## config.mk

```make
export PLATFORM = sky130hd
export DESIGN_NAME = glb_intr_top
export DESIGN_NICKNAME = d
export VERILOG_FILES = /design/src/hdl/glb_intr_pkg.sv /design/src/hdl/glb_intr_bank.sv /design/src/hdl/glb_intr_combiner.sv /design/src/hdl/glb_intr_top.sv
export VERILOG_INCLUDE_DIRS = /design/src /design/src/hdl
export SDC_FILE = /design/constraint.sdc
export NUM_CORES = 1
export LEC_CHECK = 0
export BUFFER_PORTS_ARGS = -buffer_cell sky130_fd_sc_hd__buf_2
export CAP_MARGIN = 10
export CELL_PAD_IN_SITES_DETAIL_PLACEMENT = 1
export CELL_PAD_IN_SITES_GLOBAL_PLACEMENT = 2
export CORE_MARGIN = 2
export CORE_UTILIZATION = 32
export CTS_CLUSTER_DIAMETER = 120
export DETAILED_ROUTE_END_ITERATION = 8
export PLACE_DENSITY_LB_ADDON = 0.12
export SETUP_SLACK_MARGIN = 0.4
export SYNTH_ARGS = -nofsm -noshare
export SYNTH_HDL_FRONTEND = slang
export SYNTH_SLANG_ARGS = --single-unit
export TNS_END_PERCENT = 100
```

## constraint.sdc

```tcl
create_clock -name clk -period 2 [get_ports clk]
set_input_delay 0.1 -clock clk [delete_from_list [all_inputs] [get_ports clk]]
set_output_delay 0.1 -clock clk [all_outputs]
set_load 0.01 [all_outputs]
```

## src/hdl/glb_intr_macros.svh

```systemverilog
// ~~~~~~~~~~~~~~~~~~~~~~~~~~~~~~~~~~~~~~~~~~~~~~~~~~
// tile count must stay in 1..16 so the dma field (2N) fits the data word
// register addresses are byte addresses, word aligned
// ~~~~~~~~~~~~~~~~~~~~~~~~~~~~~~~~~~~~~~~~~~~~~~~~~~
`ifndef GLB_INTR_MACROS_SVH
`define GLB_INTR_MACROS_SVH

// number of tiles behind the global buffer
`define GLB_NUM_TILES 8

// config strobe bus widths
`define GLB_CFG_ADDR_WIDTH 12
`define GLB_CFG_DATA_WIDTH 32

// register map
// dma enable, one bit per store/load event
`define GLB_ADDR_IER_DMA 'h00
// dma status, write one to toggle
`define GLB_ADDR_ISR_DMA 'h04
// config controller enable
`define GLB_ADDR_IER_PCFG 'h08
// config controller status, write one to toggle
`define GLB_ADDR_ISR_PCFG 'h0C

// dma field layout inside the 2N wide vectors
// bits 0..N-1 store, bits N..2N-1 load

`endif

```

## src/hdl/glb_intr_pkg.sv

```systemverilog
// ~~~~~~~~~~~~~~~~~~~~~~~~~~~~~~~~~~~~~~~~~~~~~~~~~~
// register decode for the interrupt block
// addresses outside the map decode to reg_none
// ~~~~~~~~~~~~~~~~~~~~~~~~~~~~~~~~~~~~~~~~~~~~~~~~~~
`include "glb_intr_macros.svh"

`default_nettype none

package glb_intr_pkg;

    // register select, the opcode of a strobe access
    typedef enum logic [2:0] {
        reg_ier_dma,
        reg_isr_dma,
        reg_ier_pcfg,
        reg_isr_pcfg,
        reg_none
    } cfg_reg_e;

    // strobe bus payload types
    typedef logic [`GLB_CFG_ADDR_WIDTH-1:0] cfg_addr_t;
    typedef logic [`GLB_CFG_DATA_WIDTH-1:0] cfg_data_t;

    // map a byte address onto a register
    // shared by the write side (banks) and the read side (combiner)
    function automatic cfg_reg_e decode_cfg_addr(input cfg_addr_t addr);
        cfg_reg_e sel;
        case (addr)
            `GLB_ADDR_IER_DMA:  sel = reg_ier_dma;
            `GLB_ADDR_ISR_DMA:  sel = reg_isr_dma;
            `GLB_ADDR_IER_PCFG: sel = reg_ier_pcfg;
            `GLB_ADDR_ISR_PCFG: sel = reg_isr_pcfg;
            // unmapped, including unaligned
            default:            sel = reg_none;
        endcase
        return sel;
    endfunction

endpackage

`default_nettype wire

```

## src/hdl/glb_intr_bank.sv

```systemverilog
// ~~~~~~~~~~~~~~~~~~~~~~~~~~~~~~~~~~~~~~~~~~~~~~~~~~
// BITS must not exceed the config data width
// event pulses are single cycle and sampled every clk
// ~~~~~~~~~~~~~~~~~~~~~~~~~~~~~~~~~~~~~~~~~~~~~~~~~~
`include "glb_intr_macros.svh"

`default_nettype none

module glb_intr_bank #(
    parameter int BITS = `GLB_NUM_TILES,
    parameter glb_intr_pkg::cfg_reg_e IER_REG = glb_intr_pkg::reg_ier_pcfg,
    parameter glb_intr_pkg::cfg_reg_e ISR_REG = glb_intr_pkg::reg_isr_pcfg
) (
    input  logic                     clk,
    input  logic                     reset,
    input  logic                     wr_en,
    input  glb_intr_pkg::cfg_addr_t  wr_addr,
    input  glb_intr_pkg::cfg_data_t  wr_data,
    input  logic [BITS-1:0]          event_pulse,
    output logic [BITS-1:0]          ier,
    output logic [BITS-1:0]          isr
);

    // register selected by the write address
    glb_intr_pkg::cfg_reg_e wr_reg;
    // write strobes for this bank only
    logic ier_wr;
    logic isr_wr;
    // per-bit set and toggle requests
    logic [BITS-1:0] set_vec;
    logic [BITS-1:0] tog_vec;

    // whole field has to fit in one data word
    if (BITS > `GLB_CFG_DATA_WIDTH) begin : g_bits_check
        $error("glb_intr_bank: BITS exceeds config data width");
    end

    // the other bank's addresses fall through as no-ops here
    assign wr_reg = glb_intr_pkg::decode_cfg_addr(wr_addr);
    assign ier_wr = wr_en && (wr_reg == IER_REG);
    assign isr_wr = wr_en && (wr_reg == ISR_REG);

    // an event only counts while its enable is already set
    assign set_vec = ier & event_pulse;
    // ones in the written word flip the status bit
    assign tog_vec = isr_wr ? wr_data[BITS-1:0] : '0;

    // enable register
    // new value visible from the write edge on
    always_ff @(posedge clk or posedge reset) begin
        if (reset) begin
            ier <= '0;
        end else if (ier_wr) begin
            // upper data bits are ignored
            ier <= wr_data[BITS-1:0];
        end
    end

    // status register
    // set wins over a toggle of the same bit in the same cycle
    always_ff @(posedge clk or posedge reset) begin
        if (reset) begin
            isr <= '0;
        end else begin
            isr <= set_vec | (isr ^ tog_vec);
        end
    end

    // a status bit only comes up from its enabled event
    // or from software writing a one into a clear bit
    for (genvar i = 0; i < BITS; i++) begin : g_isr_rise_chk
        isr_rise_a: assert property (
            @(posedge clk) disable iff (reset)
            $rose(isr[i]) |->
                ($past(ier[i] && event_pulse[i]) || $past(isr_wr && wr_data[i]))
        )
        else $error("isr[%0d] rose without an enabled event or toggle", i);
    end

    // nothing survives reset
    reset_clear_a: assert property (
        @(posedge clk)
        reset |-> ((ier == '0) && (isr == '0))
    )
    else $error("bank registers not cleared by reset");

endmodule

`default_nettype wire

```

## src/hdl/glb_intr_combiner.sv

```systemverilog
// ~~~~~~~~~~~~~~~~~~~~~~~~~~~~~~~~~~~~~~~~~~~~~~~~~~
// read data is registered, valid one cycle after rd_en
// no back-pressure, every read returns exactly once
// ~~~~~~~~~~~~~~~~~~~~~~~~~~~~~~~~~~~~~~~~~~~~~~~~~~
`include "glb_intr_macros.svh"

`default_nettype none

module glb_intr_combiner (
    input  logic                            clk,
    input  logic                            reset,
    input  logic                            rd_en,
    input  glb_intr_pkg::cfg_addr_t         rd_addr,
    input  logic [2*`GLB_NUM_TILES-1:0]     dma_ier,
    input  logic [2*`GLB_NUM_TILES-1:0]     dma_isr,
    input  logic [`GLB_NUM_TILES-1:0]       pcfg_ier,
    input  logic [`GLB_NUM_TILES-1:0]       pcfg_isr,
    output glb_intr_pkg::cfg_data_t         rd_data,
    output logic                            rd_data_valid,
    output logic                            interrupt
);

    // decoded read select
    glb_intr_pkg::cfg_reg_e rd_reg;
    // field picked for this cycle's read, zero-extended
    glb_intr_pkg::cfg_data_t rd_field;

    assign rd_reg = glb_intr_pkg::decode_cfg_addr(rd_addr);

    // read mux
    // values are the ones held before the edge, so a
    // write or pulse in the same cycle is not visible yet
    always_comb begin
        case (rd_reg)
            glb_intr_pkg::reg_ier_dma:  rd_field = glb_intr_pkg::cfg_data_t'(dma_ier);
            glb_intr_pkg::reg_isr_dma:  rd_field = glb_intr_pkg::cfg_data_t'(dma_isr);
            glb_intr_pkg::reg_ier_pcfg: rd_field = glb_intr_pkg::cfg_data_t'(pcfg_ier);
            glb_intr_pkg::reg_isr_pcfg: rd_field = glb_intr_pkg::cfg_data_t'(pcfg_isr);
            // unknown address reads as zero, still valid
            default:                    rd_field = '0;
        endcase
    end

    // read pipeline, one stage
    always_ff @(posedge clk or posedge reset) begin
        if (reset) begin
            rd_data       <= '0;
            rd_data_valid <= 1'b0;
        end else begin
            rd_data_valid <= rd_en;
            // data holds between reads
            if (rd_en) begin
                rd_data <= rd_field;
            end
        end
    end

    // level interrupt, any status bit of either bank
    assign interrupt = (|dma_isr) | (|pcfg_isr);

    // one valid cycle per accepted read, back-to-back allowed
    rd_valid_follow_a: assert property (
        @(posedge clk) disable iff (reset)
        1'b1 |=> (rd_data_valid == $past(rd_en))
    )
    else $error("rd_data_valid does not track rd_en by one cycle");

    // no spurious interrupt with both banks idle
    intr_needs_status_a: assert property (
        @(posedge clk) disable iff (reset)
        interrupt |-> ((dma_isr != '0) || (pcfg_isr != '0))
    )
    else $error("interrupt high with no status bit set");

endmodule

`default_nettype wire

```

## src/hdl/glb_intr_top.sv

```systemverilog
// ~~~~~~~~~~~~~~~~~~~~~~~~~~~~~~~~~~~~~~~~~~~~~~~~~~
// pulse bundle: store [N-1:0], load [2N-1:N], pcfg [3N-1:2N]
// single clock domain, async active-high reset
// ~~~~~~~~~~~~~~~~~~~~~~~~~~~~~~~~~~~~~~~~~~~~~~~~~~
`include "glb_intr_macros.svh"

`default_nettype none

module glb_intr_top (
    input  logic                            clk,
    input  logic                            reset,
    input  logic                            wr_en,
    input  glb_intr_pkg::cfg_addr_t         wr_addr,
    input  glb_intr_pkg::cfg_data_t         wr_data,
    input  logic                            rd_en,
    input  glb_intr_pkg::cfg_addr_t         rd_addr,
    input  logic [3*`GLB_NUM_TILES-1:0]     event_pulse_bundle,
    output glb_intr_pkg::cfg_data_t         rd_data,
    output logic                            rd_data_valid,
    output logic                            interrupt
);

    localparam int NT = `GLB_NUM_TILES;

    // bank outputs into the combiner
    logic [2*NT-1:0] dma_ier;
    logic [2*NT-1:0] dma_isr;
    logic [NT-1:0]   pcfg_ier;
    logic [NT-1:0]   pcfg_isr;

    // store and load dma events, low 2N bits
    glb_intr_bank #(
        .BITS    (2*NT),
        .IER_REG (glb_intr_pkg::reg_ier_dma),
        .ISR_REG (glb_intr_pkg::reg_isr_dma)
    ) dma_bank_i (
        .clk         (clk),
        .reset       (reset),
        .wr_en       (wr_en),
        .wr_addr     (wr_addr),
        .wr_data     (wr_data),
        .event_pulse (event_pulse_bundle[2*NT-1:0]),
        .ier         (dma_ier),
        .isr         (dma_isr)
    );

    // parallel-config controller events, high N bits
    glb_intr_bank #(
        .BITS    (NT),
        .IER_REG (glb_intr_pkg::reg_ier_pcfg),
        .ISR_REG (glb_intr_pkg::reg_isr_pcfg)
    ) pcfg_bank_i (
        .clk         (clk),
        .reset       (reset),
        .wr_en       (wr_en),
        .wr_addr     (wr_addr),
        .wr_data     (wr_data),
        .event_pulse (event_pulse_bundle[3*NT-1:2*NT]),
        .ier         (pcfg_ier),
        .isr         (pcfg_isr)
    );

    // read side and interrupt line
    glb_intr_combiner combiner_i (
        .clk           (clk),
        .reset         (reset),
        .rd_en         (rd_en),
        .rd_addr       (rd_addr),
        .dma_ier       (dma_ier),
        .dma_isr       (dma_isr),
        .pcfg_ier      (pcfg_ier),
        .pcfg_isr      (pcfg_isr),
        .rd_data       (rd_data),
        .rd_data_valid (rd_data_valid),
        .interrupt     (interrupt)
    );

endmodule

`default_nettype wire

```

Yosys cells after proc, flatten, opt, wreduce, memory -nomap -nowiden. Index checks and enable logic that the tools add are counted.

Register bits: 81. Input port bits: 84.

Reductions and logical operators: 10. Equal/unequal tests: 12. Bitwise logic cells: 7. Mux-type cells: 5.

Operators by type and width (number): $pmux W16 S4 (1); $eq A12 B4 Y1 const B (4); $eq A12 B3 Y1 const B (2); $logic_not A12 Y1 (2); $pmux W3 S4 (2); $and A16 B16 Y16 (1); $mux W16 (1); $or A16 B16 Y16 (1); $reduce_or A16 Y1 (1); $xor A16 B16 Y16 (1); $eq A3 B2 Y1 const B (4); $and A8 B8 Y8 (1); $mux W8 (1); $or A8 B8 Y8 (1); $reduce_or A8 Y1 (1); $xor A8 B8 Y8 (1); $eq A3 B1 Y1 const B (2); $logic_not A3 Y1 (2); $logic_and A1 B1 Y1 (4); $or A1 B1 Y1 (1).

Longest topological paths before layout. Gate-level depths: netlist (run 1).

Depth after elaboration: 7. Gate-level depth with buffers: 6.

Modules after synthesis. From an unflattened synthesis (run 1), not the netlist that was laid out.

Cells, all modules: 337. Area total of the unflattened synthesis: 3614.7 sq um.

By module, submodules not included: glb_intr_bank (dma_bank_i) (sequential area each 800.8 sq um, area each 1597.8 sq um, instances 1, cells each 142); glb_intr_combiner (sequential area each 425.4 sq um, area each 1188.6 sq um, instances 1, cells each 122); glb_intr_bank (pcfg_bank_i) (sequential area each 400.4 sq um, area each 828.3 sq um, instances 1, cells each 73).

Least setup slack after synthesis (run 1). OpenSTA, ideal clock, no wires.

Kind: in2reg. From: in wr_addr[7]. To: reg dma_bank_i.ier[0]. Arrival time: 1.826 ns. Stages: 6. Setup time: 0.125 ns. Buffers on the path: 3. Slack: 0.049 ns. Required time: 1.875 ns. Cell sequence: or4_4 -> buf_6 -> or4_4 -> buf_6 -> buf_12 -> mux2_4.

Cells in the longest elaborated chain, start to end: 4.

RTL lines: start: declaration (line glb_intr_top.sv:13) `input glb_intr_pkg::cfg_addr_t wr_addr,`; $eq A12 B4 Y1, or another cell as far along (line glb_intr_pkg.sv:28) `case (addr)`; $pmux W3 S4 * (line glb_intr_pkg.sv:28); $logic_not A3 Y1 * (line glb_intr_bank.sv:40) `assign ier_wr = wr_en && (wr_reg == IER_REG);`; $logic_and A1 B1 Y1 * (line glb_intr_bank.sv:40); end signal: assignment (line glb_intr_bank.sv:55) `ier <= wr_data[BITS-1:0];`; end: declaration (line glb_intr_bank.sv:20) `output logic [BITS-1:0] ier,`.

Mark *: on every way between the ends. The rest lies on a longest branch, timed or not. A chain may end at the register's enable or synchronous reset.

Final worst setup path (run 1).
From: reg dma_bank_i.isr[10]. To: out interrupt.

Cells in the longest elaborated chain, start to end: 2.

RTL lines: start: declaration (line glb_intr_bank.sv:21) `output logic [BITS-1:0] isr`; start signal: assignment (line glb_intr_bank.sv:65) `isr <= set_vec | (isr ^ tog_vec);`; $reduce_or A16 Y1 (line glb_intr_combiner.sv:59) `assign interrupt = (|dma_isr) | (|pcfg_isr);`; $or A1 B1 Y1 (line glb_intr_combiner.sv:59); end: declaration (line glb_intr_top.sv:20) `output logic interrupt`.

Every way passes these cells.

==> results of run 1 <==
## registers in the layout (all words and copies together), names as in the netlist
| signal | flops |
|---|---|
| pcfg_bank_i.isr | 8 |
| dma_bank_i.isr | 16 |
| dma_bank_i.ier | 16 |
| combiner_i.rd_data_valid | 1 |
| pcfg_bank_i.ier | 8 |
| combiner_i.rd_data | 16 |
## cell families after synthesis
logic type             Yosys count
AND/OR/NAND/NOR                 70
flip-flops                      65
buffers and inverters           65
AO/OA/AOI/OAI                   64
multiplexers                    64
other                            1
## worst min-delay path by stage
stage	startpoint	endpoint	slack (ns)	cells past startpoint
floorplan	rd_en	combiner_i.rd_data_valid	0.13	0
global placement	reset	combiner_i.rd_data[9]	0.19	2
detailed placement	reset	combiner_i.rd_data[11]	0.19	2
CTS	wr_data[15]	dma_bank_i.ier[15]	0.008	2
global route	wr_data[15]	dma_bank_i.ier[15]	0.01	2
finish	wr_data[15]	dma_bank_i.ier[15]	0.02	2
## layout make-up
class	instances	area share
multi-input cells	214	0.396
repair buffers	101	0.127
well taps	143	0.0386
inverters	25	0.0211
clock buffers	14	0.0591
flip-flops and latches	65	0.351
clock inverters	2	0.00756
## what timing repair did
| action | CTS | global route |
|---|---|---|
| pin swaps | 3 | 3 |
| resized for setup | 10 | 3 |
| endpoints found under the hold margin | 23 | 0 |
| endpoints found under the setup margin | 2 | 15 |
| hold buffers | 1 | 0 |
| buffers inserted | 3 | 2 |
## power breakdown
group	switching, W	internal (W)
logic	0.000231	0.000198
registers	0.0000407	0.00135
clock network	0.000552	0.00107
## cells in the mapped netlist
cell	n
and4_1	1
nand4b_1	16
buf_4	16
mux2i_1	32
buf_12	1
clkbuf_1	16
buf_2	2
conb_1	1
or2_2	1
mux2_2	14
nand3_1	1
or3b_2	1
nor4_1	31
or4_1	1
or4_4	2
nor2_1	2
buf_6	2
inv_1	25
mux2_4	10
o22ai_1	16
nor3_1	1
nand4_1	10
dfrtp_1	65
a21boi_0	24
nor3b_1	1
nand3b_1	1
buf_1	3
nor4_2	1
mux4_2	8
a21oi_1	24
## worst register-to-register path, stage by stage (launching register included)
cell and delay [ns]:
dfrtp_1 0.41, buf_4 0.16, mux4_2 0.44, inv_1 0.08, o22ai_1 0.06
## layer usage
| layer | vias up | part of all wire |
|---|---|---|
| met5 | - | 0 |
| met4 | 0 | 0.012 |
| met3 | 8 | 0.048 |
| met2 | 91 | 0.48 |
| met1 | 1481 | 0.46 |
| li1 | 1392 | - |
## cell usage in the layout, fill, tap and decap left out, types with 2 or more instances in the layout
| cell type | count |
|---|---|
| buf_6 | 3 |
| or4_4 | 3 |
| nand4b_1 | 16 |
| mux2_2 | 14 |
| nor4_1 | 27 |
| conb_1 | 16 |
| a21oi_1 | 24 |
| dfrtp_1 | 65 |
| inv_1 | 24 |
| clkbuf_1 | 2 |
| nor2_1 | 2 |
| nor4_4 | 4 |
| a21boi_0 | 24 |
| buf_4 | 11 |
| clkbuf_16 | 9 |
| buf_12 | 2 |
| mux4_2 | 8 |
| o22ai_1 | 16 |
| mux2_4 | 10 |
| mux2i_1 | 32 |
| clkbuf_8 | 3 |
| nand4_1 | 10 |
| buf_2 | 84 |
## metrics by stage
stage / power (W) / area [sq um] / instances / worst slack [ns]
after global routing: 0.00358 / 4630 / 564 / 0.252
final: 0.00343 / 4630 / 564 / 0.342
after floorplan: 0.00162 / 3740 / 344 / 0.0806
after CTS: 0.00348 / 4590 / 562 / 0.299
after global placement: 0.00177 / 4180 / 542 / 0.0903
after detailed placement: 0.00178 / 4180 / 542 / 0.0506
==> run summary, run 1 <==
The critical path buffer and inverter count was 1; the number of buffer cells added on primary ports was 85. The peak per-stage delay on the critical path works out to 0.43 ns. The post-synthesis xor/xnor area fraction works out to 0. The post-synthesis adder-cell area fraction was 0. The tools report the startpoint of the lowest-slack register-to-register path as dma_bank_i.isr[6]. The mux share of post-synthesis cell area was 0.220; the unique cell type count in the Yosys netlist was 30. The multi-input gate area in the final layout was 1840 sq um. Cell with the biggest individual delay on the critical path: dfrtp_1. The analysis attributes to cell leakage a power of 2.07 nW. The logs give 0 for the remaining antenna violation count and 0.0388 for the met3 global-route usage.

Setup violations remaining at the end of the flow were counted as 0. The worst-case reg-to-reg path depth came out at 4. The arrival time reported for the critical path endpoint came out at 1.56 ns. The main combinational cell family by area after synthesis was multiplexers. Relative to the synthesized area, the layout overhead comes to 26.2%.

The root buffer cell chosen for the clock tree is clkbuf_16. The count of antenna diodes in the layout was 0. The run gives 3,048 as the number of global-route vias before repair.

The first-pass detailed-route iteration total came out at 4. At the pin with the least slew margin, the transition time is 0.570 ns. The met2 usage is 0.276, and the flip-flop and latch area is 1630 sq um. The total track usage was 0.177; the number of max-cap violations was 0. A synthesized cell averages 11.2 sq um. Gate family responsible for the most delay along the worst path: simple AND/OR/NAND/NOR gates. The congestion estimate from routability-driven global placement came to 0.747. The first global-routing pass estimated 16,900 um of wire.

The run gives 2 as the maximum clock path buffer count. The run gives 118 as the number of top-level pins. After detailed routing, the total wire length is 10,500 um. The effective utilization at floorplan was 0.324; the number of register bits inferred by synthesis was 65.

Setup repair after global routing could not meet its margin everywhere. Summed over all nets, the half-perimeter wirelength after detailed placement is 7200 um. The portion of the clock cycle consumed by the worst path in the final layout works out to 0.829. The run gives 123 as the number of violations reported at the end of detailed-routing iteration 0.

The shortest clock period the worst path allows after layout was 1.66 ns; the summed instance area of the synthesized netlist was 3670 sq um. Along the worst path, the maximum fanout reaches 4. The share of Yosys cell area claimed by the top area cell type was 0.443; the max-slew violation count was 0. The busiest metal layer after global routing is met2. For this design, the sink count on the clock tree is 65. The logs give 0.619 for the headroom to the max-slew limit and 329 for the synthesized instance count. The worst setup path is launched from a register. The die covers 12,300 sq um. Placeable core region: 11,300 sq um.

The critical path ends at interrupt. Post-synthesis compound-gate area fraction: 0.109. The clock slew at the register clock pins of the worst setup and hold paths came out at 0.05 ns. The run gives 0.443 as the share of the yosys chip area belonging to registers. After synthesis, the cell types taking the most area are dfrtp_1 44%, mux2i_1 8.7%, nor4_1 5.3%. For the total number of vias, the log shows 2,972. The post-route core utilization is 0.409, and the final setup TNS is 0 ns.

The floorplan has 39 rows. The fraction of layout cells with a size suffix above 1 came out at 0.378. The critical path required time came out at 1.90 ns. On the final layout, the worst hold slack is 0.0181 ns. The yosys synthesis warning count is 0. The count of unresolved DRC violations after routing is 0. The logs give 9 for the CTS buffer count and 0.33 ns for the clock latency reported for the late side of the worst-skew pair. After the last flow step, the layout net total stands at 500. Dividing the detail-routed wire length by the instance count gives 18.7 um. Timing would allow up to 603 MHz. The tools report the number of filler instances in the final layout as 1,277. The worst-case IR drop observed on VDD is 0.367 mV. The hold violation count in the final report was 0; the areal power density over the cells was 741 nW/um^2. The share of synthesized cell area in and, or, nand and nor gates is 0.135. The run finished with clean final reports. The critical path goes through nor4_4, and4_4, nand3_2, buf_6. STA classifies the critical path endpoint as a primary output. The initial antenna violation count was 0; the height of the die was 111 um. The met1 usage in global routing came out at 0.242. TritonCTS built the clock tree. The launch point of the critical path is dma_bank_i.isr[10]. Counting buffers and inverters, the worst setup path is 4 cells deep. The min-delay analysis places its worst path in the category primary input to register. The endpoint identified for the worst register-to-register timing path is combiner_i.rd_data[6].

For the maximum number of pins on one net before global-route repair, the log shows 43. The tools report the clock skew after layout as 0.00793 ns. Total congestion overflow after global routing: 0. Dividing the detail-routed via count by the number of cells gives 5.27. The run gives 0.72 ns as the internal reg-to-reg setup slack. Summed over all instances, the cell type with the most area after synthesis is dfrtp_1.

The tools report the number of H-tree levels as 3. The worst setup path is of the register to primary output kind. The die is 111 um wide.
(Power assumes the default switching activity.)
==> run 2, diff against run 1 <==
--- a/config.mk
+++ b/config.mk
@@ -6,12 +6,13 @@
 export SDC_FILE = /design/constraint.sdc
 export NUM_CORES = 1
 export LEC_CHECK = 0
+export ABC_AREA = 1
 export BUFFER_PORTS_ARGS = -buffer_cell sky130_fd_sc_hd__buf_2
 export CAP_MARGIN = 10
 export CELL_PAD_IN_SITES_DETAIL_PLACEMENT = 1
 export CELL_PAD_IN_SITES_GLOBAL_PLACEMENT = 2
 export CORE_MARGIN = 2
-export CORE_UTILIZATION = 32
+export CORE_UTILIZATION = 28
 export CTS_CLUSTER_DIAMETER = 120
 export DETAILED_ROUTE_END_ITERATION = 8
 export PLACE_DENSITY_LB_ADDON = 0.12
==> constraint.sdc (replaced) <==
create_clock -name clk -period 1.6 [get_ports clk]
set_input_delay 0.08 -clock clk [delete_from_list [all_inputs] [get_ports clk]]
set_output_delay 0.08 -clock clk [all_outputs]
set_load 0.01 [all_outputs]
==> run 2 against run 1 <==
- critical path depth rose by 2
- final cell count rose by 32%
- die area rose by 11%
- highest routed layer unchanged
==> run summary, run 2 <==
The number of register bits inferred by synthesis was 65 (unchanged). The worst-case setup slack after placement was 0.208 ns (+0.158 ns); the unique cell type count in the Yosys netlist was 26 (-13%). The clock share of power is 0.480 (+0.009). Most common library cell in the layout ignoring fill and taps: nand2_1.

For the remaining antenna violation count, the log shows 0 (unchanged). Headroom to the max-slew limit: 0.636 (+0.0164). The maximum number of pins on one net before global-route repair was 66 (+53%). The switching part of the total was 0.243 (+0.00362). The largest total area in the synthesized netlist belongs to dfrtp_1.

For the post-route core utilization, the log shows 0.379 (-0.0305). The most instantiated flip-flop cell in the synthesis netlist is dfrtp_1. The number of filler instances in the final layout is 1,592 (+25%).

The share of Yosys cell area claimed by the top area cell type was 0.456 (+0.0129); the HPWL after detailed placement was 8000 um (+11%). The transition time at the pin with the least slew margin works out to 0.546 ns (-0.0241 ns). The run gives 118 (unchanged) as the number of top-level pins. The number of global-route vias before repair is 3,621 (+19%). The tree is rooted in a clkbuf_16.

The areal power density over the cells came out at 879 nW/um^2 (+19%). The average cell area after synthesis was 7.97 sq um (-29%). The logs give 0 (unchanged) for the hold violation count in the final report and 0.55 ns (-0.17 ns) for the internal reg-to-reg setup slack. The share of the yosys chip area belonging to registers is 0.456 (+0.0129).

For the floorplan row count, the log shows 41 (+5.1%). Sorting the synthesized cells by how often they occur yields 109 x nand2_1, 79 x nand3_1, 65 x dfrtp_1, 45 x inv_1, 42 x o21ai_1. For the count of antenna diodes in the layout, the log shows 0 (unchanged). The dominant cell by count in the synthesized netlist is nand2_1. The run gives 1630 sq um (unchanged) as the flip-flop and latch area.

The tools report the endpoint type of the worst setup path as a primary output. For the number of H-tree levels, the log shows 3 (unchanged). In the post-synthesis netlist, the biggest area contributors are dfrtp_1 46%, nand2_1 11%, nand3_1 11%. The worst hold-check slack was 0.0120 ns (-0.00609 ns); the total track usage was 0.179 (+0.00240). The routed wire length is 11,500 um (+8.9%), and the shortest clock period the worst path allows after layout is 1.58 ns.

The worst register-to-register path ends at combiner_i.rd_data[0]. The cell depth of the worst hold path works out to 3 (+1). Buffer count from post-CTS setup fixing: 0 (-3).

The tools report the highest clock rate as 633 MHz. The per-cell via count in the routed design is 4.61 (-13%), and the setup slack of the critical path after layout is 0.0201 ns (-0.322 ns). The top cell types in the final layout, fill and taps aside, are 108 x nand2_1, 85 x buf_2, 79 x nand3_1. Number of enable-type register cells in the synthesized netlist: 0 (unchanged). Startpoint of the lowest-slack register-to-register path: pcfg_bank_i.isr[0]. The run gives 13,700 sq um (+11%) as the area of the die. The fraction of registers with async set/reset is 1.00 (unchanged).

The portion of the clock cycle consumed by the worst path in the final layout was 0.987; the weighted congestion reported at the end of routability-driven placement was 0.771 (+3.2%). The fraction of layout cells with a size suffix above 1 is 0.280 (-0.0980), and the CTS buffer count is 9 (unchanged). The number of max-cap violations was 0 (unchanged). The multi-input gate area in the final layout was 1610 sq um (-12%). The logs give 0 (unchanged) for the count of unresolved DRC violations after routing and 4 (unchanged) for the first-pass detailed-route iteration total. The register share of total power is 0.413 (+0.009), and the final routed wire length divided by cell count is 15.4 um (-17%). The origin of the worst min-delay path was event_pulse_bundle[17]. The placeable core region was 12,500 sq um (+11%); the area growth from synthesis to final layout was 32.9%. The tools report the total number of nets in the final design as 652 (+30%). The max-slew violation count came out at 0 (unchanged). The effective utilization at floorplan was 0.285 (-0.0393); the combinational group share of total power was 0.107 (-0.018). The critical path is of the register to primary output type. Worst-case reg-to-reg path depth: 4 (unchanged). The kind of start point of the critical path is a register.

The total number of vias came out at 3,429 (+15%). The path class of the tightest hold or removal check is primary input to register. The worst-path maximum fanout is 3 (-1), and the number of violations reported at the end of detailed-routing iteration 0 is 126 (+2.4%). The clock slew at the register clock pins of the worst setup and hold paths works out to 0.05 ns (about the same). The critical path required time is 1.52 ns (-0.38 ns), and the total congestion overflow after global routing is 0 (unchanged). The arrival time reported for the critical path endpoint was 1.50 ns (-0.06 ns); the width of the die was 117 um (+5.2%). Clock sink count: 65 (unchanged).

The tools report the peak supply drop as 0.489 mV (+33%). Setup repair after global routing could not meet its margin everywhere. The run gives 3570 sq um (-2.8%) as the summed instance area of the synthesized netlist.

For the yosys synthesis warning count, the log shows 0 (unchanged). For the clock skew after layout, the log shows 0.00449 ns (-0.00344 ns). The height of the die was 117 um (+5.2%). The worst hold path terminates at pcfg_bank_i.isr[1]. The net switching power was 0.00101 W (+23%); the maximum clock path buffer count was 2 (unchanged). The global-route wire length before repair was 18,400 um (+9.0%).

Initial antenna violation count: 0 (unchanged). Number of buffer cells added on primary ports: 85 (unchanged). The cell leakage power came out at 2.45 nW (+18%). The tools report the clock latency reported for the late side of the worst-skew pair as 0.33 ns (about the same). The flow ran to the end, and the final reports show no timing, DRC or antenna violations. Internal power contribution: 0.00315 W (+21%).

TritonCTS built the clock tree. The largest registers in the layout are combiner_i.rd_data x16, dma_bank_i.ier x16, dma_bank_i.isr x16. The final setup violation count came out at 0 (unchanged). The synthesized instance count was 448 (+36%).
run 2: cell types whose count changed after synthesis, sizes merged, moves of 29 or more:
cell / before / now
o21ai: 0 / 64
mux2i: 32 / 0
nand3: 1 / 89
nand2: 0 / 115
nor4: 32 / 3
run 2: worst max path at each step:
stage	slack, ns	to	from	cells after the start
CTS	-0.02	interrupt	dma_bank_i.isr[13]	6
global route	-0.05	interrupt	dma_bank_i.isr[10]	6
floorplan	0.61	dma_bank_i.isr[3]	wr_addr[7]	7
detailed placement	0.21	combiner_i.rd_data[0]	rd_addr[7]	8
finish	0.02	interrupt	dma_bank_i.isr[12]	6
global placement	0.26	combiner_i.rd_data[0]	rd_addr[7]	8
run 2: logic make-up after synthesis:
kind of cell | synth area share
simple gates | 0.333
buf+inv | 0.112
flops | 0.456
compound gates | 0.0982
other cells | 0.00105
run 2: layout make-up:
type	instances	share of cell area
clock inverters	3	0.00844
multi-input cells	321	0.339
flip-flops and latches	65	0.343
repair buffers	124	0.172
well taps	172	0.0454
inverters	47	0.0380
clock buffers	12	0.0541
run 2: timing repair:
action	CTS	global route
hold buffers	24	0
gates resized for setup	7	1
setup endpoints to repair	1	1
pin swaps	1	0
endpoints found under the hold margin	88	0
run 2: per-stage QoR:
step                setup TNS [ns]  instance area, sq um  std cells  power, W
floorplan                        0                  3630        463   0.00196
global placement                 0                  4200        705   0.00214
detailed placement               0                  4200        705   0.00215
CTS                        -0.0163                  4740        744   0.00423
global route               -0.0480                  4740        744   0.00436
finish                           0                  4740        744   0.00417
run 2: worst max-delay path, cell delays in order (launching register included):
cell and delay [ns]:
dfrtp_1 0.39, inv_2 0.09, nand2_2 0.06, nor4_2 0.21, buf_4 0.15, nand4_1 0.10
buf_2 0.17
run 2: metal layers:
layer  wire length, um  global-route usage
met4               182              0.0580
met5                 0                   0
met1              5370               0.236
met3               443              0.0314
met2              5480               0.300
run 2: power groups by stage:
stage	combinational, W	clock [W]	sequential, W
floorplan	0.000224	0	0.00174
detailed placement	0.000403	0	0.00175
finish	0.000446	0.00200	0.00172
global placement	0.000396	0	0.00175
global route	0.000500	0.00214	0.00172
CTS	0.000456	0.00206	0.00172
